$ cat config.mk
export PLATFORM = sky130hd
export DESIGN_NAME = io_regs
export DESIGN_NICKNAME = d
export VERILOG_FILES = /design/src/bus_pkg.sv /design/src/map_pkg.sv /design/src/io_regs.sv
export SDC_FILE = /design/constraint.sdc
export NUM_CORES = 1
export LEC_CHECK = 0
export BUFFER_PORTS_ARGS = -buffer_cell sky130_fd_sc_hd__buf_2
export CAP_MARGIN = 20
export CORE_MARGIN = 5
export CORE_UTILIZATION = 50
export CTS_CLUSTER_DIAMETER = 40
export DETAILED_ROUTE_END_ITERATION = 6
export PLACE_DENSITY = 0.82
export SETUP_SLACK_MARGIN = 0.02
export SYNTH_ARGS = -nofsm -noshare
export SYNTH_HDL_FRONTEND = slang
export SYNTH_SLANG_ARGS = --single-unit
$ cat constraint.sdc
create_clock -name clk -period 6.3 [get_ports clk]
set_clock_uncertainty 0.1 [all_clocks]
set_input_delay 1.26 -clock clk [delete_from_list [all_inputs] [get_ports clk]]
set_output_delay 1.26 -clock clk [all_outputs]
set_load 0.05 [all_outputs]
$ cat src/bus_pkg.sv
package bus_pkg;

    localparam int data_w    = 16;
    localparam int addr_w    = 19;  // Word address
    localparam int bytesel_w = 2;

    // Request as carried through the request slice
    typedef struct packed {
        logic                 io;
        logic [addr_w-1:0]    addr;
        logic                 wr_en;
        logic [bytesel_w-1:0] bytesel;
        logic [data_w-1:0]    wdata;
    } bus_req_t;

    // Response as carried through the response slice
    typedef struct packed {
        logic [data_w-1:0] rdata;
    } bus_rsp_t;

endpackage

$ cat src/map_pkg.sv
package map_pkg;

    // I/O registers, as word addresses
    localparam logic [18:0] io_ctrl_addr    = 19'h07ff6;  // Byte ffec
    localparam logic [18:0] io_scratch_addr = 19'h07ffe;  // Byte fffc

    // Shadow window covers the top 8 KB of memory
    localparam logic [18:0] shadow_base = 19'h7f000;  // Byte fe000
    localparam int shadow_words = 4096;
    localparam int shadow_aw    = $clog2(shadow_words);

    localparam int main_words = 16384;
    localparam int main_aw    = $clog2(main_words);

    localparam int shadow_en_bit = 0;  // In control register

endpackage

$ cat src/io_regs.sv
`timescale 1ns/1ns

module io_regs
    import bus_pkg::*;
    import map_pkg::*;
(
    input  logic                 clk,
    input  logic                 rst,
    input  logic                 en,
    input  logic                 wr_en,
    input  logic [addr_w-1:0]    addr,
    input  logic [bytesel_w-1:0] bytesel,
    input  logic [data_w-1:0]    wdata,
    output logic [data_w-1:0]    rdata,
    output logic                 shadow_en
);

    logic [data_w-1:0] scratch;
    logic              is_ctrl;
    logic              is_scratch;

    assign is_ctrl    = (addr == io_ctrl_addr);
    assign is_scratch = (addr == io_scratch_addr);

    always_ff @(posedge clk) begin
        if (rst) begin
            shadow_en <= 1'b0;
            scratch   <= '0;
        end else if (en && wr_en) begin
            if (is_ctrl && bytesel[shadow_en_bit/8])
                shadow_en <= wdata[shadow_en_bit];  // Only bit kept
            if (is_scratch) begin
                for (int i = 0; i < bytesel_w; i++) begin
                    if (bytesel[i])
                        scratch[i*8 +: 8] <= wdata[i*8 +: 8];
                end
            end
        end
    end

    always_ff @(posedge clk) begin
        if (en) begin
            rdata <= '0;  // Unmapped reads zero
            if (is_ctrl)
                rdata[shadow_en_bit] <= shadow_en;
            else if (is_scratch)
                rdata <= scratch;
        end
    end

endmodule

* After elaboration in Yosys (flattened, before gate mapping)
Index checks and enable logic that the tools add are counted.
** Operators by class
- Divide/modulo/power cells :: 0
- Equal/unequal tests :: 2
- Reductions and logical operators :: 6
- Shift-type cells :: 0
- Add/subtract/negate cells :: 0
- Muxes and demuxes :: 2
- $mul :: 0
- Bitwise gates (word level) :: 1
- $lt $le $gt $ge :: 0
** Operator list (count)
- $eq A19 B15 Y1 const B :: 2
- $reduce_and A3 Y1 :: 2
- $logic_and A1 B1 Y1 :: 2
- $mux W1 :: 2
- $reduce_and A2 Y1 :: 1
- $reduce_or A2 Y1 :: 1
- $not A1 Y1 :: 1
** Storage, ports and cells
- Output and inout bits :: 17
- Latch bits :: 0
- Memories :: 0
- RAM bits :: 0
- Register bits :: 33
- Bits in read-only memories :: 0
- Logic and storage cells :: 16

* Depth between registers and ports, before layout
- Depth after elaboration :: 3
- Mapped depth :: 6

* Least setup slack after synthesis
No wires, ideal clock.
- Path type :: input-to-reg
- From :: input addr[17]
- To :: register rdata[10] (data pin)
- Arrival :: 2.748 ns
- Slack :: 3.321 ns
- Setup time :: 0.131 ns
- Stages on the path :: 6
- Cell sequence :: or4_1 or4_1 buf_6 nor2b_4 buf_6 and2_1
** On the way
- Cells in the longest elaborated chain, start to end :: 3
- Elaborated cells between the ends (all ways) :: 4
- Classes of those cells :: eq/ne (2); bitwise (1); reduce/logical (1)
** RTL lines
- start, declared :: RTL line io_regs.sv:11 : input logic [addr_w-1:0] addr,
- $eq A19 B15 Y1 :: RTL line io_regs.sv:23 : assign is_scratch = (addr == io_scratch_addr);
- $not A1 Y1 (no source line)
- $reduce_or A2 Y1 (no source line) (*)
- end signal, assigned by index :: RTL line io_regs.sv:45 : rdata[shadow_en_bit] <= shadow_en;
- end signal, assigned :: RTL line io_regs.sv:47 : rdata <= scratch;
- end, declared :: RTL line io_regs.sv:14 : output logic [data_w-1:0] rdata,
Mark *: on every way between the ends. The rest lies on a longest branch, timed or not.
A chain may end at the register's enable or synchronous reset.

* Final worst setup path
- From :: input addr[17]
- To :: register rdata[12] (data pin)
The elaborated chain is that of the path after synthesis.

==> flow_summary.yaml <==
outcome:
  outcome: "finished clean"
detailed_routing:
  vias_per_cell: 5.65
  num_vias: 1214
  wl_per_cell_um: 14.5
  wl_um: 3110
  drt_iter0_markers: 34
  drc_errors: 0
  drt-pass1-iter-count: 4
  postRouteAntennaNets: 0
cts:
  cts_root_buf: "clkbuf_4"
  worstSkewPairLatency_ns: 0.32
  cts_tree: "built"
  cts-htree-levels: 2
  clockBufferDepth: 2
  clock-sinks: 33
  post_cts_buffers: 0
  path_clk_slew_ns: 0.10
  numCtsBuffers: 5
  cts_hold_buf: 0
  cts_resized: 0
die:
  die_area_um2: 4010
  initial_core_util_pct: 52.0
  io_pins: 58
  fp.dieW_um: 63.3
  die_h_um: 63.3
  fp-row-count: 19
  core-area_um2: 2730
logic_synthesis:
  yosys_warnings: 0
  synth_ff_type: "dfxtp_1"
  synth-seq-cells: 33
  synth_commonest_cells: "nand4_1, a21oi_1, dfxtp_1"
  synthDistinctLibCells: 22
  synthArstFlopShare_pct: 0
  syn_avg_cell_area_um2: 11.0
  yosys.area.top_type: "edfxtp_1"
  synth_edf_count: 16
  postSynthCellCount: 129
  ys_seq_area_share_pct: 57.7
  netlist_area_um2: 1420
  ys_top_cells_by_area: "edfxtp_1, dfxtp_1, nand4_1, and2_1, a21oi_1"
  synth.most_common_cell: "nand4_1"
  syn-num-nets: 170
  yosys.area.top_type_share_pct: 33.8
worst_setup_path:
  start_kind: "input pin"
  required_ns: 6.40
  cp_max_fo: 18
  end_kind: "register"
  cp.arrival_ns: 3.17
  path_class: "input pin to register"
grt:
  antenna_found_initial: 0
  use_met2_pct: 26.2
  grt-busiest-layer: "met2"
  grt_pass1_vias: 1173
  use_met3_pct: 5.15
  use_met1_pct: 18.0
  grt_first_pass_wirelength_um: 4990
  grt_max_degree: 20
  gr-usage-all-layers_pct: 15.8
  grt_overflow: 0
timing:
  rsz0062_at_grt: "false"
  period_share_pct: 48.7
  tns_ns: 0
  fmax_mhz: 326
  tightestPinTransition_ns: 0.879
  max_slew_margin_pct: 40.9
  hold_ws_ns: 0.391
  hold_viol: 0
  setup_viol: 0
  period_minus_slack_ns: 3.07
  slew_violations: 0
pwr:
  p_leak_nw: 0.701
  total_power_uw: 386
  ir_worst_vdd_mv: 0.150
  power_density_nw_per_um2: 221
cells_and_area:
  nets: 224
  area_growth_pct: 22.7
  drive_above_1_share_pct: 37.0
  fill_cells: 208
  antenna_cells: 0
  instances_no_fill: 215
flow_run:
  maxCapViolations: 0
min_path:
  hp-class: "register to register"
place:
  dp_hpwl_um: 2400
  place.port_buffers: 57
  dp.cells: 207
  routabilityCongestion: 0.874
==> flip-flops by register name (all words and copies together), names as in the netlist <==
register and flops:
scratch 16, shadow_en 1, rdata 16
==> worst max-delay path, stage by stage <==
cell and delay, ns:
buf_2 0.10, or4_1 0.49, or4_1 0.80, nor2b_4 0.34, and2_1 0.17
==> path summary, 6_finish.rpt <==
path	from	endpoint	slack (ns)	depth (start not counted)
min reg2reg	scratch[13]	scratch[13]	0.39	2
min	scratch[13]	scratch[13]	0.39	2
max reg2reg	scratch[0]	rdata[0]	5.39	2
max	addr[17]	rdata[12]	3.23	5
==> metrics by stage <==
| stage | area [um2] | utilization [%] | setup WS (ns) |
|---|---|---|---|
| floorplan | 1420 | - | 3.32 |
| global placement | 1680 | 61.6 | 2.93 |
| detailed placement | 1680 | 61.6 | 2.89 |
| CTS | 1740 | 63.8 | 3.23 |
| global route | 1740 | 63.8 | 3.14 |
| finish | 1740 | 63.8 | 3.23 |
==> cells by family (layout without fill, tap and decap cells) <==
group,count (synthesis),in the layout,share of synthesized area [%]
AO/OA/AOI/OAI,34,34,12.2
buffers and inverters,12,67,4.84
flip-flops,33,33,57.7
multiplexers,1,1,0.704
AND/OR/NAND/NOR,49,49,24.5
==> area by class of cell <==
cell class	count	area, um2	share of cell area (%)
flip-flops and latches	33	821	47.1
well taps	31	38.8	2.22
multi-input cells	84	532	30.5
inverters	2	7.51	0.430
clock buffers	6	51.3	2.94
repair buffers	57	285	16.4
clock inverters	2	8.76	0.502
==> metal layers <==
metal | up-vias | wire [um] | part of all wire (%)
met5 | - | 0 | 0
met4 | 0 | 80 | 2.6
met3 | 11 | 255 | 8.2
met2 | 53 | 1480 | 48
met1 | 550 | 1300 | 42
li1 | 600 | - | -
==> report_power, final <==
part           internal, mW  total [mW]  switching [mW]
Clock                0.0525       0.122          0.0691
Sequential            0.227       0.228        0.000830
Combinational        0.0123      0.0363          0.0240
Total                 0.292       0.386          0.0940
==> cells in the final DEF (no fill, tap or decap) <==
master	count
nor4_4	1
or4b_1	1
clkbuf_4	5
mux2i_1	1
clkinv_1	1
inv_1	2
and4_1	3
or4_1	2
buf_2	57
a21oi_1	17
o21ai_1	16
nor3b_2	1
and3_1	3
nand4_1	19
clkinv_2	1
dfxtp_1	17
and2_1	16
edfxtp_1	16
a31o_2	1
nor2b_4	1
clkbuf_8	1
nand3_1	1
nor2b_1	1
Note: power is estimated with default switching activity, not from simulation.
