<file path="src/bus_pkg.sv">
package bus_pkg;

    localparam int data_w    = 16;
    localparam int addr_w    = 19;  // Word address
    localparam int bytesel_w = 2;

    // Request as carried through the request slice
    typedef struct packed {
        logic                 io;
        logic [addr_w-1:0]    addr;
        logic                 wr_en;
        logic [bytesel_w-1:0] bytesel;
        logic [data_w-1:0]    wdata;
    } bus_req_t;

    // Response as carried through the response slice
    typedef struct packed {
        logic [data_w-1:0] rdata;
    } bus_rsp_t;

endpackage

</file>
<file path="src/map_pkg.sv">
package map_pkg;

    // I/O registers, as word addresses
    localparam logic [18:0] io_ctrl_addr    = 19'h07ff6;  // Byte ffec
    localparam logic [18:0] io_scratch_addr = 19'h07ffe;  // Byte fffc

    // Shadow window covers the top 8 KB of memory
    localparam logic [18:0] shadow_base = 19'h7f000;  // Byte fe000
    localparam int shadow_words = 4096;
    localparam int shadow_aw    = $clog2(shadow_words);

    localparam int main_words = 16384;
    localparam int main_aw    = $clog2(main_words);

    localparam int shadow_en_bit = 0;  // In control register

endpackage

</file>
<file path="src/bus_exec.sv">
`timescale 1ns/1ns

module bus_exec
    import bus_pkg::*;
    import map_pkg::*;
(
    input  logic                 clk,
    input  logic                 rst,
    input  logic                 s_valid,
    output logic                 s_ready,
    input  logic                 s_io,
    input  logic [addr_w-1:0]    s_addr,
    input  logic                 s_wr_en,
    input  logic [bytesel_w-1:0] s_bytesel,
    input  logic [data_w-1:0]    s_wdata,
    output logic                 e_valid,
    input  logic                 e_ready,
    output logic [data_w-1:0]    e_rdata,
    output logic                 main_en,
    output logic                 shadow_en_strobe,
    output logic                 ram_wr_en,
    output logic [main_aw-1:0]   ram_addr,
    output logic [bytesel_w-1:0] ram_bytesel,
    output logic [data_w-1:0]    ram_wdata,
    input  logic [data_w-1:0]    main_rdata,
    input  logic [data_w-1:0]    shadow_rdata,
    output logic                 io_en,
    output logic                 io_wr_en,
    output logic [addr_w-1:0]    io_addr,
    output logic [bytesel_w-1:0] io_bytesel,
    output logic [data_w-1:0]    io_wdata,
    input  logic [data_w-1:0]    io_rdata,
    input  logic                 shadow_en
);

    typedef enum logic [1:0] {sel_main, sel_shadow, sel_io} sel_t;

    logic accept;
    logic to_shadow;
    sel_t sel_q;
    logic wr_q;

    assign s_ready   = !e_valid || e_ready;
    assign accept    = s_valid && s_ready;
    assign to_shadow = !s_io && shadow_en && (s_addr >= shadow_base);  // Window ends at top

    assign main_en          = accept && !s_io && !to_shadow;
    assign shadow_en_strobe = accept && to_shadow;
    assign io_en            = accept && s_io;

    // Both RAMs share one address, main wraps modulo its depth
    assign ram_wr_en   = s_wr_en;
    assign ram_addr    = s_addr[main_aw-1:0];
    assign ram_bytesel = s_bytesel;
    assign ram_wdata   = s_wdata;

    assign io_wr_en   = s_wr_en;
    assign io_addr    = s_addr;
    assign io_bytesel = s_bytesel;
    assign io_wdata   = s_wdata;

    always_ff @(posedge clk) begin
        if (rst)
            e_valid <= 1'b0;
        else if (accept)
            e_valid <= 1'b1;
        else if (e_ready)
            e_valid <= 1'b0;
    end

    always_ff @(posedge clk) begin
        if (accept) begin
            sel_q <= s_io ? sel_io : (to_shadow ? sel_shadow : sel_main);
            wr_q  <= s_wr_en;
        end
    end

    // Target data holds until the next strobe
    always_comb begin
        if (wr_q)
            e_rdata = '0;
        else begin
            case (sel_q)
                sel_shadow: e_rdata = shadow_rdata;
                sel_io:     e_rdata = io_rdata;
                default:    e_rdata = main_rdata;
            endcase
        end
    end

endmodule

</file>
<file path="config.mk">
export PLATFORM = sky130hd
export DESIGN_NAME = bus_exec
export DESIGN_NICKNAME = d
export VERILOG_FILES = /design/src/bus_pkg.sv /design/src/map_pkg.sv /design/src/bus_exec.sv
export SDC_FILE = /design/constraint.sdc
export NUM_CORES = 1
export LEC_CHECK = 0
export BUFFER_PORTS_ARGS = -buffer_cell sky130_fd_sc_hd__clkbuf_2
export CELL_PAD_IN_SITES_DETAIL_PLACEMENT = 0
export CELL_PAD_IN_SITES_GLOBAL_PLACEMENT = 2
export CORE_MARGIN = 1.5
export CORE_UTILIZATION = 12
export CTS_CLUSTER_DIAMETER = 30
export DETAILED_ROUTE_END_ITERATION = 7
export PLACE_DENSITY_LB_ADDON = 0.1
export SYNTH_ARGS = -nofsm -noshare
export SYNTH_HDL_FRONTEND = slang
export SYNTH_SLANG_ARGS = --single-unit
</file>
<file path="constraint.sdc">
create_clock -name clk -period 1.7 [get_ports clk]
set_input_delay 0.085 -clock clk [delete_from_list [all_inputs] [get_ports clk]]
set_output_delay 0.085 -clock clk [all_outputs]
set_load 0.05 [all_outputs]
</file>
-- Yosys cells after proc, flatten, opt, wreduce, memory -nomap -nowiden
Cells that the tools add are included.
- reductions and logical operators: 12
- mux-type cells: 5
- equality and inequality tests: 2
- magnitude comparators: 1
- operators by type and width (kind ; number):
    16-bit case mux with 2 select lines ; 1
    19-bit >= comparator, second input constant ; 1
    16-bit 2-to-1 mux ; 1
    1-bit logical AND ; 7
    1-bit logical NOT ; 3
    1-bit 2-to-1 mux ; 3
    2-bit by 1-bit equality test with 1-bit output, second input constant ; 1
    2-bit equality test, second input constant ; 1
    2-bit nonzero test ; 1
    1-bit logical OR ; 1
- bits of input ports: 92
- output and inout port bits: 92
- flip-flop bits (word level): 4
- word-level logic and storage cells: 23

-- Longest topological paths before layout
Gate-level depths: netlist of the first run.
- depth in word-level cells: 5
- depth in mapped cells: 6
- mapped depth without buffers: 4

-- Least setup slack after synthesis of the first run
No wires, ideal clock.
- path kind: register -> output
- from: register e_valid
- to: output port main_en
- buffers on the path: 0
- path slack: -0.696 ns
- arrival time: 2.311 ns
- cell stages (with the launch flop): 4
- data required time: 1.615 ns
- cells stage by stage: dfxtp_1 nand2b_1 nand2_1 nor3b_1
- longest elaborated chain between the ends: 5
- RTL lines (element ; line ; source):
    start: declaration ; bus_exec.sv:16 ; output logic e_valid,
    start signal: assignment ; bus_exec.sv:64 ; e_valid <= 1'b0;
    start signal: assignment ; bus_exec.sv:66 ; e_valid <= 1'b1;
    start signal: assignment ; bus_exec.sv:68 ; e_valid <= 1'b0;
    1-bit logical NOT ; bus_exec.sv:43 ; assign s_ready = !e_valid || e_ready;
    1-bit logical OR ; bus_exec.sv:43 ;
    named net s_ready ; bus_exec.sv:10 ; output logic s_ready,
    1-bit logical AND ; bus_exec.sv:44 ; assign accept = s_valid && s_ready;
    1-bit logical AND (2 in series) ; bus_exec.sv:47 ; assign main_en = accept && !s_io && !to_shadow;
    end: declaration ; bus_exec.sv:19 ; output logic main_en,
The timed path passes the listed nets, and every way through them passes these cells.

-- Final worst setup path of the first run
- from: register sel_q[1]
- to: output port e_rdata[15]
- longest elaborated chain between the ends: 3
- elaborated cells between the ends (all ways): 4
- those cells by class: 2 x eq/ne; 2 x mux
- RTL lines (element ; line ; source):
    start: declaration ; bus_exec.sv:40 ; sel_t sel_q;
    start signal: assignment ; bus_exec.sv:73 ; sel_q <= s_io ? sel_io : (to_shadow ? sel_shadow : sel_main);
    2-bit equality test or 2-bit by 1-bit equality test with 1-bit output (tied branches) ; bus_exec.sv:83 ; case (sel_q)
    16-bit case mux with 2 select lines * ; bus_exec.sv:83 ;
    16-bit 2-to-1 mux * ; bus_exec.sv:80 ; if (wr_q)
    end: declaration ; bus_exec.sv:18 ; output logic [data_w-1:0] e_rdata,
Every way passes the cells marked *; elsewhere a longest branch is shown, timed or not.

==> impl_metrics.py, run 1 <==
metrics = {
    "synth": {
        "synth.distinct_cells": 22,
        "synth_top_area_share_pct": 45.6,
        "synthCells": 148,
        "yosys_warnings": 0,
        "ys_seq_area_share_pct": 9.16,
        "yosysMostFrequentCell": "buf_4",
        "synth-main-ff-cell": "edfxtp_1",
        "syn_area_per_cell_um2": 8.12,
        "synthArstFlopShare_pct": 0,
        "synth_edf_count": 3,
        "syn_nets": 242,
        "synth_common_cells": "73 x buf_4, 16 x nor2b_1, 16 x nor3_1",
        "ys_ff_latch": 4,
        "synth.area.top_cells": "buf_4 46%, a221oi_2 12%, nor2b_1 8.3%",
        "synthesis.area_um2": 1200,
        "synth_top_area_cell": "buf_4",
    },
    "layout": {
        "finalNonFillerCells": 306,
        "nFillCells": 1113,
        "finish.instance_area_um2": 1760,
        "fin_util_pct": 18.0,
        "diodes": 0,
        "drive_above_1_share_pct": 83.2,
        "areaGrowthSynthToFinish_pct": 46.0,
        "nets": 268,
    },
    "job": {
        "maxCapViolations": 0,
    },
    "setup_path": {
        "rrSetupSlack_ps": 730,
        "cp_max_fo": 8,
        "required_ps": 1620,
        "worstReg2RegStart": "e_valid",
        "crit_path_end": "e_rdata[15]",
        "crit_path_end_kind": "output port",
        "worstRegToRegCells": 3,
        "worstPathArrival_ps": 1640,
        "r2r_end": "wr_q",
        "startpoint": "sel_q[1]",
        "path_class": "register to output port",
        "setup.worst_path.start_class": "register",
    },
    "clock_network": {
        "clk_latency_ps": 220,
        "cts_hold_buf": 0,
        "cts_tree": "yes",
        "cts_sinks": 4,
        "post_cts_buffers": 0,
        "cts-root-buf": "clkbuf_8",
        "clkTransAtPathRegs_ps": 40,
        "clockBufferDepth": 2,
        "htreeDepth": 1,
        "numCtsBuffers": 3,
    },
    "grt": {
        "grt_start_max_net_pins": 33,
        "gr-total-overflow": 0,
        "grt_pass1_wl_um": 5340,
        "grt_pass1_vias": 1048,
        "grt_antenna_before_repair": 0,
        "grt_usage_pct": 6.61,
    },
    "die": {
        "ioPinCount": 184,
        "core_um2": 9730,
        "die_h_um": 103,
        "rows": 36,
        "die_w_um": 103,
        "die_area_um2": 10600,
        "initial_core_util_pct": 12.4,
    },
    "place": {
        "port_buffers": 93,
        "place_inst": 298,
        "place_congestion": 0.654,
        "pre_cts_ws_ps": 137,
        "hpwl_um": 3030,
        "place_area_um2": 1470,
    },
    "route": {
        "via_per_inst": 3.47,
        "ant_nets": 0,
        "wl_per_cell_um": 13.7,
        "vias": 1062,
        "totalWireLength_um": 4210,
        "drc": 0,
        "drt_iter0_markers": 9,
        "first_pass_iters": 3,
    },
    "sta": {
        "min_period_over_period_pct": 101,
        "max_slew.worst_pin.slew_ps": 297,
        "timing.final.ws_setup_ps": -22.7,
        "slew_violations": 0,
        "finalSetupViolations": 7,
        "max_freq_ghz": 0.580,
        "layout_min_cycle_time_ps": 1720,
        "relSlewSlack_pct": 80.2,
        "clock_skew_ps": 3.02,
        "rsz0062_at_grt": "true",
        "finalHoldViolCount": 0,
    },
    "hold_path": {
        "whs_path_depth": 2,
        "min_from": "rst",
        "holdCritPathClass": "input port to register",
    },
    "pwr": {
        "total_leakage_power_nw": 0.785,
        "vdd_drop_max_mv": 0.565,
        "powerDensity_nw_per_um2": 577,
    },
    "outcome": {
        "status": "complete, but fails checks",
        "violations": "setup timing",
    },
}
power by group:
group | total [mW] | switching (mW) | internal [mW]
combinational | 0.684 | 0.390 | 0.294
clock | 0.214 | 0.0530 | 0.161
sequential | 0.115 | 0.00347 | 0.112
total | 1.01 | 0.446 | 0.566
area by class of cell:
cell class | count | area, um2 | area share, %
timing repair buffer | 101 | 796 | 45.3
multi-input combinational | 60 | 623 | 35.5
tap | 133 | 166 | 9.48
sequential | 4 | 110 | 6.27
clock buffer | 4 | 45.0 | 2.57
inverter | 4 | 15.0 | 0.855
metrics by stage:
stage                     setup TNS [ps]  power, mW  hold slack (ps)
after global placement                 0      0.699              170
after detailed placement               0      0.699              170
after CTS                          -95.5      0.962             19.9
after global routing               -1510       1.07             21.1
final                               -124       1.01             22.2
after floorplan                    -60.1      0.885              154
metal layers:
metal | vias up | wire (um) | track usage, %
met5 | - | 0 | 0
met4 | 0 | 25 | 0.832
met3 | 9 | 587 | 3.66
met2 | 91 | 1950 | 11.7
met1 | 470 | 1650 | 7.09
li1 | 492 | - | -
worst min path at each step:
| stage | to | slack [ps] |
|---|---|---|
| 2_1_floorplan | e_valid | 150 |
| 3_3_place_gp | io_wdata[9] | 170 |
| 3_5_place_dp | io_wdata[9] | 170 |
| 4_1_cts | e_valid | 20 |
| 5_1_grt | e_valid | 20 |
| 6_report | e_valid | 20 |
cell usage in the layout, fill, tap and decap left out:
cell        n
nor3_4      1
a21oi_1     1
and3_1      1
clkbuf_2   77
a221oi_2   16
nand2_1     1
or2_2       1
nor2_1      1
buf_12      7
buf_4       2
nor2b_1    15
inv_1       3
nand4_1     2
nor2b_4     1
clkbuf_1    1
clkbuf_8   10
inv_2       1
ha_2        1
nor3_2     16
buf_6       3
nor3b_2     1
nand2b_2    1
edfxtp_1    3
ha_4        1
clkbuf_16   5
dfxtp_1     1
sequential cells by signal (all words and copies together), names as in the netlist:
| signal | flops |
|---|---|
| sel_q | 2 |
| wr_q | 1 |
| e_valid | 1 |
cell families after synthesis:
logic type | after synthesis | synth area share [%]
AOI/OAI and AO/OA | 17 | 17.3
adders and majority gates | 2 | 2.08
buffers and inverters | 84 | 51.8
DFF | 4 | 9.16
and+or+nand+nor | 41 | 19.7
critical path, cell delays in order, from the launching register on:
cell       delay [ps]
edfxtp_1          420
ha_4              360
clkbuf_16         180
a221oi_2           40
nor3_2            240
buf_12            170
repair_timing:
action	in CTS	in global routing
pin swaps	2	2
gates cloned	0	4
gates resized for setup	26	12
endpoints found under the setup margin	16	16
hold endpoints to repair	0	0
Power figures use the tool's default switching activity.
==> run 2, diff against run 1 <==
Settings changed: GPL_TIMING_DRIVEN from default to 0.
==> impl_metrics.py, run 2 (synthesis gave the netlist of run 1 again) <==
metrics = {
    "layout": {
        "largest_reg_flops": 2,
        "areaGrowthSynthToFinish_pct": 121,
        "drive_above_1_share_pct": 90.3,
        "reg_top3": "sel_q: 2 flops, e_valid: 1 flops, wr_q: 1 flops",
        "diodes": 0,
        "mostFrequentLayoutCells": "138 x clkbuf_2, 72 x buf_4, 19 x clkbuf_8, 16 x nor2b_1, 16 x nor3_2",
        "top_register": "sel_q",
        "final_common_cell": "clkbuf_2",
        "nets": 403,
    },
    "clock_network": {
        "cts_sinks": 4,
        "clkTransAtPathRegs_ps": 40,
        "cts_hold_buf": 0,
        "htreeDepth": 1,
        "numCtsBuffers": 3,
        "cts_tree": "yes",
        "clockBufferDepth": 2,
        "clk_latency_ps": 220,
        "cts-root-buf": "clkbuf_8",
    },
    "grt": {
        "grt_pass1_wl_um": 6600,
        "grt_antenna_before_repair": 0,
        "grt_pass1_vias": 1336,
        "grt_start_max_net_pins": 11,
        "grt_usage_pct": 7.91,
        "gr-total-overflow": 0,
    },
    "outcome": {
        "violations": "setup timing",
        "status": "complete, but fails checks",
    },
    "die": {
        "ioPinCount": 184,
        "core_um2": 9730,
        "die_w_um": 103,
        "die_h_um": 103,
        "die_area_um2": 10600,
        "initial_core_util_pct": 12.4,
        "rows": 36,
    },
    "place": {
        "port_buffers": 153,
        "place_congestion": 0.652,
        "hpwl_um": 4190,
        "pre_cts_ws_ps": -72.4,
    },
    "route": {
        "vias": 1531,
        "totalWireLength_um": 4810,
        "via_per_inst": 3.47,
        "wl_per_cell_um": 10.9,
        "drt_iter0_markers": 19,
        "drc": 0,
        "first_pass_iters": 4,
        "ant_nets": 0,
    },
    "setup_path": {
        "startpoint": "sel_q[0]",
        "setup.worst_path.start_class": "register",
        "crit_path_end_kind": "output port",
        "worstReg2RegStart": "e_valid",
        "rrSetupSlack_ps": 730,
        "worstRegToRegCells": 3,
        "required_ps": 1620,
        "worstPathArrival_ps": 1670,
        "r2r_end": "wr_q",
        "cp_max_fo": 5,
        "crit_path_end": "e_rdata[8]",
        "path_class": "register to output port",
    },
    "sta": {
        "relSlewSlack_pct": 79.6,
        "min_period_over_period_pct": 103,
        "finalSetupTns_ps": -447,
        "max_freq_ghz": 0.570,
        "timing.final.ws_setup_ps": -53.6,
        "finalSetupViolations": 15,
        "slew_violations": 0,
        "layout_min_cycle_time_ps": 1750,
        "max_slew.worst_pin.slew_ps": 306,
        "rsz0062_at_grt": "true",
        "clock_skew_ps": 5.76,
        "finalHoldViolCount": 0,
    },
    "pwr": {
        "sw_frac_of_total_pct": 52.2,
        "powerDensity_nw_per_um2": 553,
        "vdd_drop_max_mv": 0.244,
        "seq_power_share_pct": 7.9,
        "power_frac_comb_pct": 77.5,
        "total_leakage_power_nw": 1.38,
        "p_int_uw": 703,
        "p_sw_uw": 767,
        "p_clk_share_pct": 14.6,
    },
    "hold_path": {
        "holdCritPathClass": "input port to register",
    },
    "job": {
        "maxCapViolations": 0,
    },
}
[run 2: changes by cell type in the layout (fill, tap and decap cells not counted), sizes merged]
cell | before | now
buf | 12 | 81
clkbuf | 93 | 159
[run 2: critical path: stages (launching register included)]
cell and delay [ps]:
edfxtp_1 410, ha_2 210, buf_8 130, clkbuf_16 160, a221oi_2 260, nor3_2 80, clkbuf_8 190
[run 2: power groups by stage]
| stage | clock network [mW] | registers (mW) | logic [mW] |
|---|---|---|---|
| global placement | 0 | 0.116 | 1.01 |
| floorplan | 0 | 0.121 | 0.764 |
| finish | 0.215 | 0.116 | 1.14 |
| CTS | 0.225 | 0.116 | 1.10 |
| detailed placement | 0 | 0.116 | 1.00 |
| global route | 0.232 | 0.116 | 1.20 |
[run 2: through the flow]
stage | instances | utilization, % | power [mW] | hold WS, ps | area [um2]
finish | 441 | 27.3 | 1.47 | 21.3 | 2660
global route | 441 | 27.3 | 1.55 | 25.9 | 2660
detailed placement | 434 | 22.9 | 1.12 | 246 | 2230
floorplan | 148 | - | 0.885 | 154 | 1300
global placement | 434 | 22.9 | 1.12 | 246 | 2230
CTS | 438 | 25.9 | 1.44 | 12.4 | 2520
[run 2: routing by layer]
metal | part of all wire [%] | track usage, % | vias up
met3 | 10 | 2.24 | 0
met4 | 0 | 0.936 | 0
met1 | 40 | 9.52 | 672
li1 | - | - | 760
met2 | 49 | 14.4 | 99
met5 | 0 | 0 | -
[run 2: repair_timing]
item / 4_1_cts / 5_1_grt
gates cloned: 0 / 1
pin swaps: 1 / 3
resized for setup: 53 / 9
endpoints found under the setup margin: 16 / 16
setup buffers: 0 / 2
hold endpoints to repair: 0 / 0
[run 2: worst min path at each step]
stage,endpoint,cells after the start,slack [ps],from
final,e_valid,2,20,rst
after global routing,e_valid,2,30,rst
after CTS,e_valid,2,10,rst
after detailed placement,e_valid,2,250,rst
after global placement,e_valid,2,250,rst
after floorplan,e_valid,1,150,rst
[run 2: area by class of cell]
| class | count | area [um2] |
|---|---|---|
| timing repair buffer | 156 | 958 |
| tap | 133 | 166 |
| multi-input combinational | 60 | 717 |
| buffer | 80 | 647 |
| clock buffer | 4 | 45.0 |
| sequential | 4 | 110 |
| inverter | 4 | 15.0 |
| fill | 1106 | 7070 |
